[src/md_cfg.svh]
// Configuration macros for the multiply/divide unit
// Sets the data width, the multiply pipeline depth and the immediate width

`ifndef MD_CFG_SVH
`define MD_CFG_SVH

// Width of both operands and of the result word
`define MD_WIDTH 32

// Number of register stages in the multiply pipeline
// It must be at least one more than the number of 16-bit operand chunks
`define MD_MUL_STAGES 4

// Width of the immediate field in the immediate instruction form
`define MD_IMM_WIDTH 28

`endif

[src/mdIsaPkg.sv]
// Instruction encoding for the multiply/divide unit
// Opcodes, function codes and the two views of the instruction word

`include "md_cfg.svh"

package mdIsaPkg;

	// ====================
	// Opcode and function codes
	// ====================

	// Major opcode held in the top nibble of every instruction
	typedef enum logic [3:0] {
		OP_R2    = 4'h0,
		OP_MULI  = 4'h1,
		OP_MULUI = 4'h2,
		OP_DIVI  = 4'h3,
		OP_DIVUI = 4'h4
	} mdOpcode;

	// Function selector, only meaningful for the register form
	typedef enum logic [3:0] {
		F_MUL   = 4'h0,
		F_MULH  = 4'h1,
		F_MULHU = 4'h2,
		F_DIV   = 4'h3,
		F_DIVU  = 4'h4,
		F_REM   = 4'h5,
		F_REMU  = 4'h6
	} mdFunc;

	// Which datapath an operation runs on
	typedef enum logic [1:0] {
		K_MUL = 2'd0,
		K_DIV = 2'd1
	} mdKind;

	// ====================
	// Instruction word
	// ====================

	// Register form with the function in the second nibble
	typedef struct packed {
		mdOpcode     opcode;
		mdFunc       func;
		logic [23:0] rsvd;
	} mdRegForm;

	// Immediate form where the immediate replaces operand b
	typedef struct packed {
		mdOpcode                   opcode;
		logic [`MD_IMM_WIDTH-1:0] imm;
	} mdImmForm;

	// The same 32-bit word is decoded both ways
	typedef union packed {
		mdRegForm regForm;
		mdImmForm immForm;
	} mdInstr;

endpackage

[src/mdDataPkg.sv]
// Data bundles passed between the blocks of the multiply/divide unit
// Covers the incoming operands, the prepared operands and the result

`include "md_cfg.svh"

package mdDataPkg;

	// Instruction and both register operands as presented with start
	typedef struct packed {
		mdIsaPkg::mdInstr      instr;
		logic [`MD_WIDTH-1:0] a;
		logic [`MD_WIDTH-1:0] b;
	} mdOperands;

	// Operands after decode, immediate selection and sign removal
	typedef struct packed {
		mdIsaPkg::mdKind       kind;
		logic [`MD_WIDTH-1:0] a;
		logic [`MD_WIDTH-1:0] b;
		logic                  resSign;
		logic                  remSign;
		logic                  takeHigh;
		logic                  takeRem;
		logic                  isSigned;
		logic                  divZero;
	} mdPrepared;

	// Result word with its two status flags
	typedef struct packed {
		logic [`MD_WIDTH-1:0] value;
		logic                  ovf;
		logic                  dvByZr;
	} mdResult;

endpackage

[src/mdSequencer.sv]
// Sequencer for the multiply/divide unit
// Steps through prepare, compute and finish and strobes the datapath loads

`timescale 1ns/1ns
`include "md_cfg.svh"

module mdSequencer (
	input  logic            clk,
	input  logic            arstN,
	input  logic            start,
	input  logic            prepZero,
	input  mdIsaPkg::mdKind kind,
	input  logic            last,
	output logic            prepLoad,
	output logic            cntLoad,
	output logic            mulLoad,
	output logic            divLoad,
	output logic            divStep,
	output logic [5:0]      cntInit,
	output logic            busy,
	output logic            done
);
	import mdIsaPkg::*;

	typedef enum logic [1:0] {sIdle, sPrep, sCompute, sFinish} seqState;

	seqState state;
	seqState stateNext;

	always_ff @(posedge clk or negedge arstN)
	begin
		if (!arstN)
			state <= sIdle;
		else
			state <= stateNext;
	end

	always_comb
	begin
		stateNext = state;
		prepLoad  = 1'b0;
		cntLoad   = 1'b0;
		mulLoad   = 1'b0;
		divLoad   = 1'b0;
		divStep   = 1'b0;
		cntInit   = 6'(`MD_MUL_STAGES);
		case (state)
		sIdle:
			begin
				// A start is only seen here, so a start while busy is dropped
				if (start)
				begin
					prepLoad  = 1'b1;
					stateNext = sPrep;
				end
			end
		sPrep:
			begin
				// Divide by zero needs no iterations and goes straight to finish
				if (prepZero)
					stateNext = sFinish;
				else
				begin
					cntLoad   = 1'b1;
					stateNext = sCompute;
					if (kind == K_MUL)
						mulLoad = 1'b1;
					else
					begin
						divLoad = 1'b1;
						cntInit = 6'(`MD_WIDTH);
					end
				end
			end
		sCompute:
			begin
				// The divider takes one quotient bit on every compute cycle
				divStep = (kind == K_DIV);
				if (last)
					stateNext = sFinish;
			end
		default:
			stateNext = sIdle;
		endcase
	end

	assign busy = (state != sIdle);
	assign done = (state == sFinish);

endmodule

[src/mdCycleCounter.sv]
// Down-counter that times the compute phase
// Flags the final compute cycle when the count reaches one

`timescale 1ns/1ns

module mdCycleCounter (
	input  logic       clk,
	input  logic       arstN,
	input  logic       cntLoad,
	input  logic [5:0] cntInit,
	output logic       last
);

	logic [5:0] cnt;

	// Loads the cycle budget, then counts down and parks at zero
	always_ff @(posedge clk or negedge arstN)
	begin
		if (!arstN)
			cnt <= '0;
		else if (cntLoad)
			cnt <= cntInit;
		else if (cnt != 6'd0)
			cnt <= cnt - 6'd1;
	end

	// The cycle holding a count of one is the last compute cycle
	assign last = (cnt == 6'd1);

endmodule

[src/mdOperandPrep.sv]
// Operand preparation for the multiply/divide unit
// Decodes the instruction, picks the b operand and removes the operand signs

`timescale 1ns/1ns
`include "md_cfg.svh"

module mdOperandPrep (
	input  logic                  clk,
	input  logic                  arstN,
	input  logic                  prepLoad,
	input  mdDataPkg::mdOperands ops,
	output mdDataPkg::mdPrepared prep,
	output logic                  prepZero
);
	import mdIsaPkg::*;
	import mdDataPkg::*;

	// Decoded control bits for one instruction
	typedef struct packed {
		logic isDiv;
		logic isSigned;
		logic takeHigh;
		logic takeRem;
	} decFlags;

	decFlags               dec;
	mdPrepared             nxt;
	logic [`MD_WIDTH-1:0] immExt;
	logic [`MD_WIDTH-1:0] opB;
	logic                  aNeg;
	logic                  bNeg;

	// Register form decoded through the func field
	always_comb
	begin
		case (ops.instr.regForm.opcode)
		OP_R2:
			case (ops.instr.regForm.func)
			F_MUL:   dec = 4'b0100;
			F_MULH:  dec = 4'b0110;
			F_MULHU: dec = 4'b0010;
			F_DIV:   dec = 4'b1100;
			F_DIVU:  dec = 4'b1000;
			F_REM:   dec = 4'b1101;
			F_REMU:  dec = 4'b1001;
			default: dec = 4'b0000;
			endcase
		OP_MULI:  dec = 4'b0100;
		OP_DIVI:  dec = 4'b1100;
		OP_DIVUI: dec = 4'b1000;
		default:  dec = 4'b0000;
		endcase
	end

	// Immediate view, extended according to the signedness of the operation
	assign immExt = {{(`MD_WIDTH-`MD_IMM_WIDTH){dec.isSigned & ops.instr.immForm.imm[`MD_IMM_WIDTH-1]}},
		ops.instr.immForm.imm};
	assign opB = (ops.instr.immForm.opcode == OP_R2) ? ops.b : immExt;

	// Sign bits only count for the signed forms
	assign aNeg = dec.isSigned & ops.a[`MD_WIDTH-1];
	assign bNeg = dec.isSigned & opB[`MD_WIDTH-1];

	always_comb
	begin
		nxt.kind     = dec.isDiv ? K_DIV : K_MUL;
		nxt.a        = aNeg ? -ops.a : ops.a;
		nxt.b        = bNeg ? -opB : opB;
		// Quotient and product take the xor of the signs; remainder follows the dividend
		nxt.resSign  = aNeg ^ bNeg;
		nxt.remSign  = aNeg;
		nxt.takeHigh = dec.takeHigh;
		nxt.takeRem  = dec.takeRem;
		nxt.isSigned = dec.isSigned;
		nxt.divZero  = (opB == '0);
	end

	always_ff @(posedge clk or negedge arstN)
	begin
		if (!arstN)
			prep <= '0;
		else if (prepLoad)
			prep <= nxt;
	end

	assign prepZero = (prep.kind == K_DIV) && prep.divZero;

endmodule

[src/mdMultiplier.sv]
// Pipelined magnitude multiplier with sign fixup and overflow detection
// Accumulates 16-by-32 partial products over the register stages

`timescale 1ns/1ns
`include "md_cfg.svh"

module mdMultiplier (
	input  logic                  clk,
	input  logic                  arstN,
	input  logic                  mulLoad,
	input  mdDataPkg::mdPrepared prep,
	output mdDataPkg::mdResult   mulRes
);
	localparam int W = `MD_WIDTH;
	localparam int Stages = `MD_MUL_STAGES;
	localparam int Chunks = W / 16;

	// One pipeline slot with its own tags, so several products can be in flight
	typedef struct packed {
		logic           neg;
		logic           high;
		logic           sgnd;
		logic [W-1:0]   a;
		logic [W-1:0]   b;
		logic [2*W-1:0] acc;
	} mulStage;

	mulStage          stg [Stages];
	logic [Stages-2:0] vld;
	logic [2*W-1:0]   prod;
	logic [W-1:0]     hi;
	logic [W-1:0]     lo;

	// Product of one 16-bit chunk of a with all of b, moved to its weight
	function automatic logic [2*W-1:0] partial(input logic [W-1:0] a,
		input logic [W-1:0] b, input int idx);
		logic [2*W-1:0] pp;
		pp = (2*W)'(a[idx*16 +: 16]) * (2*W)'(b);
		return pp << (16 * idx);
	endfunction

	// Valid chain that moves each slot forward one stage per cycle
	always_ff @(posedge clk or negedge arstN)
	begin
		if (!arstN)
			vld <= '0;
		else
			vld <= {vld[Stages-3:0], mulLoad};
	end

	always_ff @(posedge clk)
	begin
		if (mulLoad)
			stg[0] <= '{prep.resSign, prep.takeHigh, prep.isSigned, prep.a, prep.b, '0};
		for (int k = 1; k < Stages; k++)
		begin
			// A stage holds its value until new data arrives from behind it
			if (vld[k-1])
			begin
				stg[k] <= stg[k-1];
				if (k <= Chunks)
					stg[k].acc <= stg[k-1].acc + partial(stg[k-1].a, stg[k-1].b, k - 1);
			end
		end
	end

	// ====================
	// Output fixup
	// ====================

	assign prod = stg[Stages-1].neg ? -stg[Stages-1].acc : stg[Stages-1].acc;
	assign hi   = prod[2*W-1:W];
	assign lo   = prod[W-1:0];

	always_comb
	begin
		mulRes.value  = stg[Stages-1].high ? hi : lo;
		// Low-half results overflow when the high half carries information
		if (stg[Stages-1].high)
			mulRes.ovf = 1'b0;
		else if (stg[Stages-1].sgnd)
			mulRes.ovf = (hi != {W{lo[W-1]}});
		else
			mulRes.ovf = (hi != '0);
		mulRes.dvByZr = 1'b0;
	end

endmodule

[src/mdDivider.sv]
// Restoring divider producing one quotient bit per step
// Handles divide by zero and applies the quotient and remainder signs

`timescale 1ns/1ns
`include "md_cfg.svh"

module mdDivider (
	input  logic                  clk,
	input  logic                  arstN,
	input  logic                  divLoad,
	input  logic                  divStep,
	input  mdDataPkg::mdPrepared prep,
	output mdDataPkg::mdResult   divRes
);
	localparam int W = `MD_WIDTH;

	// Partial remainder, dividend shifting into quotient, and divisor
	logic [W-1:0] rem;
	logic [W-1:0] quo;
	logic [W-1:0] dvs;
	logic [W:0]   shifted;
	logic [W:0]   diff;
	logic [W-1:0] qVal;
	logic [W-1:0] rMag;
	logic [W-1:0] rVal;

	// Bring down the next dividend bit and try to subtract the divisor
	assign shifted = {rem, quo[W-1]};
	assign diff    = shifted - {1'b0, dvs};

	always_ff @(posedge clk or negedge arstN)
	begin
		if (!arstN)
		begin
			rem <= '0;
			quo <= '0;
			dvs <= '0;
		end
		else if (divLoad)
		begin
			rem <= '0;
			quo <= prep.a;
			dvs <= prep.b;
		end
		else if (divStep)
		begin
			// A borrow means the divisor did not fit, so the remainder is restored
			if (!diff[W])
			begin
				rem <= diff[W-1:0];
				quo <= {quo[W-2:0], 1'b1};
			end
			else
			begin
				rem <= shifted[W-1:0];
				quo <= {quo[W-2:0], 1'b0};
			end
		end
	end

	// ====================
	// Sign fixup
	// ====================

	// Divide by zero yields all ones and hands back the original dividend
	always_comb
	begin
		if (prep.divZero)
			qVal = '1;
		else if (prep.resSign)
			qVal = -quo;
		else
			qVal = quo;
		rMag = prep.divZero ? prep.a : rem;
		rVal = prep.remSign ? -rMag : rMag;
	end

	// The minimum over minus one falls out naturally as the wrapped quotient
	assign divRes.value  = prep.takeRem ? rVal : qVal;
	assign divRes.ovf    = 1'b0;
	assign divRes.dvByZr = prep.divZero;

endmodule

[src/mdUnit.sv]
// Multi-cycle multiply/divide unit for the execute stage
// Joins the sequencer, counter, operand prep and both datapaths

`timescale 1ns/1ns

module mdUnit (
	input  logic                  clk,
	input  logic                  arstN,
	input  logic                  start,
	input  mdDataPkg::mdOperands ops,
	output logic                  busy,
	output logic                  done,
	output mdDataPkg::mdResult   res
);
	import mdIsaPkg::*;
	import mdDataPkg::*;

	// ====================
	// Control strobes
	// ====================

	logic       prepLoad;
	logic       cntLoad;
	logic       mulLoad;
	logic       divLoad;
	logic       divStep;
	logic [5:0] cntInit;
	logic       last;
	logic       prepZero;

	// Prepared operands and the two candidate results
	mdPrepared  prep;
	mdResult    mulRes;
	mdResult    divRes;

	mdSequencer uSeq (
		.clk      (clk),
		.arstN    (arstN),
		.start    (start),
		.prepZero (prepZero),
		.kind     (prep.kind),
		.last     (last),
		.prepLoad (prepLoad),
		.cntLoad  (cntLoad),
		.mulLoad  (mulLoad),
		.divLoad  (divLoad),
		.divStep  (divStep),
		.cntInit  (cntInit),
		.busy     (busy),
		.done     (done)
	);

	mdCycleCounter uCnt (
		.clk     (clk),
		.arstN   (arstN),
		.cntLoad (cntLoad),
		.cntInit (cntInit),
		.last    (last)
	);

	mdOperandPrep uPrep (
		.clk      (clk),
		.arstN    (arstN),
		.prepLoad (prepLoad),
		.ops      (ops),
		.prep     (prep),
		.prepZero (prepZero)
	);

	mdMultiplier uMul (
		.clk     (clk),
		.arstN   (arstN),
		.mulLoad (mulLoad),
		.prep    (prep),
		.mulRes  (mulRes)
	);

	mdDivider uDiv (
		.clk     (clk),
		.arstN   (arstN),
		.divLoad (divLoad),
		.divStep (divStep),
		.prep    (prep),
		.divRes  (divRes)
	);

	// The stored kind stays put for the whole operation, so it picks the result
	assign res = (prep.kind == K_DIV) ? divRes : mulRes;

endmodule

[config.mk]
export PLATFORM = sky130hd
export DESIGN_NAME = mdUnit
export DESIGN_NICKNAME = d
export VERILOG_FILES = /design/src/mdIsaPkg.sv /design/src/mdDataPkg.sv /design/src/mdSequencer.sv /design/src/mdCycleCounter.sv /design/src/mdOperandPrep.sv /design/src/mdMultiplier.sv /design/src/mdDivider.sv /design/src/mdUnit.sv
export VERILOG_INCLUDE_DIRS = /design/src
export SDC_FILE = /design/constraint.sdc
export NUM_CORES = 2
export LEC_CHECK = 0
export ABC_CLOCK_PERIOD_IN_PS = 11000
export BUFFER_PORTS_ARGS = -buffer_cell sky130_fd_sc_hd__buf_2
export CORE_MARGIN = 10
export CORE_UTILIZATION = 40
export DETAILED_ROUTE_END_ITERATION = 12
export SLEW_MARGIN = 20
export SYNTH_ARGS = -nofsm -noshare
export SYNTH_HDL_FRONTEND = slang
export SYNTH_HIERARCHICAL = 1
export SYNTH_SLANG_ARGS = --single-unit
[constraint.sdc]
create_clock -name clk -period 11 [get_ports clk]
set_input_delay 2.2 -clock clk [delete_from_list [all_inputs] [get_ports clk]]
set_output_delay 2.2 -clock clk [all_outputs]
set_load 0.01 [all_outputs]
After elaboration in Yosys (flattened, before gate mapping). Memories as Yosys holds them, arrays and structs flattened. Index checks and enable logic that the tools add are counted. Widths: inputs -> output; s select.

Memories: 1. Register bits: 179. Bits of input ports: 99. Memory bits (writable): 524. Output and inout port bits: 36.

Reductions and logical operators: 12. Multipliers: 2. Muxes and demuxes: 52. Bitwise gates (word level): 6. Equal/unequal tests: 17. Add/subtract/negate cells: 9.

Memory list: uMul.stg (words 4, width 131, rd ports 4, clocked after Yosys merged registers in 0, write ports 4, line mdMultiplier.sv:28) `mulStage stg [Stages];`.

Operators by type and width (number): $mux 32 (14); $mux 64 (3); $neg 32->32 (4); $mul 16x32->48 (2); $add 64x48->64 (1); $add 64x64->64 (1); $neg 64->64 (1); $mux 34 (1); $sub 33x32->33 (1); $logic_not 32->1 (1); $ne 32x32->1 (1); $reduce_bool 32->1 (1); $mux 6 (5); $pmux 4 s7 (1); $mux 1 (24); $eq 4x3->1 const B (4); $pmux 4 s4 (1); $eq 4x2->1 const B (3); $eq 4x1->1 const B (2); $logic_not 4->1 (2); $eq 6x1->1 const B (1); $pmux 2 s3 (1); $reduce_bool 2->1 (3); $reduce_bool 6->1 (1); other kinds (11) (19).

Longest topological paths before layout.
Word-level depth: 7. Mapped depth: 32. Depth with buffers taken out: 31.

By module. Netlist, hierarchy kept.

By module, submodules not included: mdMultiplier (instances 1, cells each 4683, area an instance 45616.2 µm², sequential area each 9173.8 µm²); mdDivider (instances 1, cells each 1001, area an instance 8182.8 µm², sequential area each 2402.3 µm²); mdOperandPrep (instances 1, cells each 526, area an instance 4774.6 µm², sequential area each 1776.7 µm²); mdUnit (instances 1, cells each 39, area an instance 580.6 µm², sequential area each 0.0 µm²); mdCycleCounter (instances 1, cells each 43, area an instance 382.9 µm², sequential area each 150.1 µm²); mdSequencer (instances 1, cells each 30, area an instance 269.0 µm², sequential area each 50.0 µm²).

Worst setup path after synthesis. OpenSTA, ideal clock, no wires.

Path kind: flip-flop to flip-flop. Start: memory uMul/stg[1][83] in the netlist's numbering. End: memory uMul/stg[2][58] in the netlist's numbering (data pin). Buffers on the path: 2. Cell stages (with the launch flop): 31. Arrival time: 7.962 ns. Setup slack: 2.777 ns. Required time: 10.739 ns. Cells stage by stage: edfxtp_1 clkbuf_1 nand2_1 fa_1 fa_1 fa_1 inv_1 fa_1 fa_1 inv_1 fa_1 inv_1 ha_1 clkbuf_1 nand2_1 or3_1 a211oi_1 or3_1 a21oi_1 xnor2_1 ha_1 nand4_1 nor3_1 and3b_1 a32oi_1 a311oi_1 a31oi_1 nor3_1 a2111oi_0 nor2b_1 xor2_1.

RTL lines (line): start, declared (mdMultiplier.sv:28).

==> run metrics <==
status finished, final reports clean; count leader, synth nand2_1; final wirelength 189000 µm; total track usage 22.7%; Vert. Die Dim 407 µm; cell count after synthesis 6322; CP top delay family adder cells; post-CTS sizing 0; CP max FO 21; Vias/cell 5.55; RSZ-0062 raised after global routing false; CTS buffer count 53; Worst setup SP type flop; worst slew pin tran 1.24 ns; die area 165000 µm²; Post-DP Area 62200 µm²; Seq cells post-synth 481; top post-synthesis cells by area fa_1 28%, edfxtp_1 15%, dfrtp_1 7.4%, ha_1 6.9%, nand2_1 6.1%; Hold/Removal Path Class reg2reg; Antenna Nets Post-Route 0; Setup Viol. Count Final 0; Required @ worst endpoint 11.36 ns; Worst Skew 0.0343 ns; CTS tree yes; post-CTS setup buffer count 0; Hold Violations, Final 0; worst rel slew slack 17.6%; Mean Syn Cell Area 9.46 µm²; first-pass GRT wire length 289000 µm; setup TNS 0 ns; Max Cap Violations 0; P&R area growth vs syn 7.56%; CTS max path bufs 3; Post-synth top flop edfxtp_1; CTS Hold Bufs 0; number of synthesized flops with an enable pin 303; FP Rows 141; Most common cell on crit path fa_1; die width 407 µm; Remaining DRCs 0; Warnings, synthesis 6; min cycle time layout 9.22 ns; Crit Path Category reg2reg; vias in the first global route 47218; H-tree depth reported by CTS 2; Clk Latency, worst-skew pair 0.66 ns; fin cells 8263; placed cell count 8150; post-route cell area 64300 µm²; share of the synthesized area in the top cell type 28.1%; CP bufs+invs 5; final worst path period share 83.8%; core area 148000 µm²; Slew Limit Fails 0; largest net degree at the start of global routing 161; dpl hpwl 144000 µm; worst reg2reg setup slack 1.78 ns; Synth cell types 104; io pins 135; top cells by count, synth 974 x nand2_1, 940 x inv_1, 839 x fa_1, 332 x ha_1, 329 x and2_1; Max Fclk 108 MHz; initial antenna violation count 4; Mapped Area 59800 µm²; Critical Path Max Stage Delay 0.96 ns; GR Overflow Total 0; Critical Path AT 9.58 ns; starting density of the core 40.4%; clock-pin slew of the registers on the worst-case setup and hold paths 0.07 ns; via count 45899; Final nets 7553; WL per Instance 22.8 µm; Seq/Total Area, Yosys 22.7%; Max stage delay cell, worst path edfxtp_1; clock tree sinks 481; initial DRC count 3818; Root Buffer clkbuf_16; drt pass-1 iters 8; cell taking the most area after synthesis fa_1; RePlAce Congestion 0.936; crit path capture type flop; layout cells sized above 1 7.24%; Post-synth ARST share 37.0%; port bufs 134
final timing paths:
path	from	to	cells after the start
worst min-delay path	uMul/stg[2][17]$_DFFE_PP_	uMul/stg[3][17]$_DFFE_PP_	0
max in group asynchronous	arstN	uMul/vld[0]$_DFF_PN0_	2
worst max register to register	uMul/stg[1][115]$_DFFE_PP_	uMul/stg[2][62]$_DFFE_PP_	30
worst min register to register	uMul/stg[2][17]$_DFFE_PP_	uMul/stg[3][17]$_DFFE_PP_	0
min in group asynchronous	arstN	uCnt/cnt[0]$_DFFE_PN0P_	1
worst max-delay path	uMul/stg[1][115]$_DFFE_PP_	uMul/stg[2][62]$_DFFE_PP_	30
placed cells by master, fill, tap and decap left out, types with 16 or more instances in the layout:
master	Yosys	routed
nand4_1	36	36
inv_1	940	940
and3_1	22	22
mux2i_1	118	118
or3_1	35	35
nor2b_1	30	30
a21oi_1	234	234
ha_1	332	332
nand3_1	50	50
o21ai_0	225	225
o211ai_1	18	18
nand2b_1	26	26
mux2_2	42	42
nor4_1	28	28
o21bai_1	26	26
a31oi_1	32	31
buf_4	9	77
nand2_1	974	974
and2_1	329	328
nor3_1	74	73
or2_2	16	16
nor3b_1	18	17
xnor2_1	197	197
buf_2	12	133
dfrtp_1	178	174
or4_1	21	21
fa_1	839	839
o31ai_1	58	58
xor2_1	138	138
nor2_1	221	220
a21o_1	87	87
mux2_4	32	32
a211oi_1	50	49
a22oi_1	31	31
o41ai_1	16	16
edfxtp_1	303	303
o21a_1	24	24
clkbuf_16	0	53
through the flow:
| stage | hold WS, ns | setup WS (ns) | util (%) |
|---|---|---|---|
| 3_3_place_gp | 0.401 | 2.12 | 42.0 |
| 3_5_place_dp | 0.405 | 1.94 | 42.0 |
| 2_1_floorplan | 0.400 | 2.78 | - |
| 5_1_grt | 0.405 | 1.34 | 43.4 |
| 6_report | 0.411 | 1.78 | 43.4 |
| 4_1_cts | 0.398 | 1.91 | 43.3 |
worst register-to-register path, delay by kind of cell, from the launching register on:
kind	cells	cell delay [ns]
AOI/OAI and AO/OA	6	1.78
xor gates and xnor gates	2	0.30
adders and majority gates	8	3.81
buffers and inverters	5	0.76
DFF	1	0.96
and+or+nand+nor	9	1.36
state kept, by name, indices dropped and copies added, names as in the netlist:
register and count:
uSeq/state 2, uDiv/rem 32, uMul/stg 303, uPrep/prep 71, uCnt/cnt 6, uDiv/dvs 32, uMul/vld 3, uDiv/quo 32
cell type report:
class	count	area [µm²]
diodes	5	12.5
clock buffers	64	1400
inverters	944	3540
repair buffers	220	1410
flip-flops and latches	481	13600
multi-input cells	4583	41400
clock inverters	36	548
well taps	1930	2410
fillers	14389	83900
per-layer routing:
layer	wire, µm	GRT usage [%]	vias to the layer above
met3	13400	3.39	332
met5	0	0	-
met4	6940	7.31	0
met2	86700	36.7	1742
li1	-	-	20420
met1	81600	31.3	23405
cells by family (layout without fill, tap and decap cells):
kind of cell	after synthesis	count (layout)	synth area share, %
other	4	12	0.0251
AOI/OAI and AO/OA	938	938	10.2
and+or+nand+nor	1940	1940	15.4
adders and majority gates	1171	1171	35.0
buffers and inverters	1261	1264	8.16
muxes	192	192	3.57
xor gates and xnor gates	335	335	4.91
DFF	481	481	22.7
Power is not shown: default switching activity piles up to over one toggle a cycle in this logic, so the estimate is an artifact.
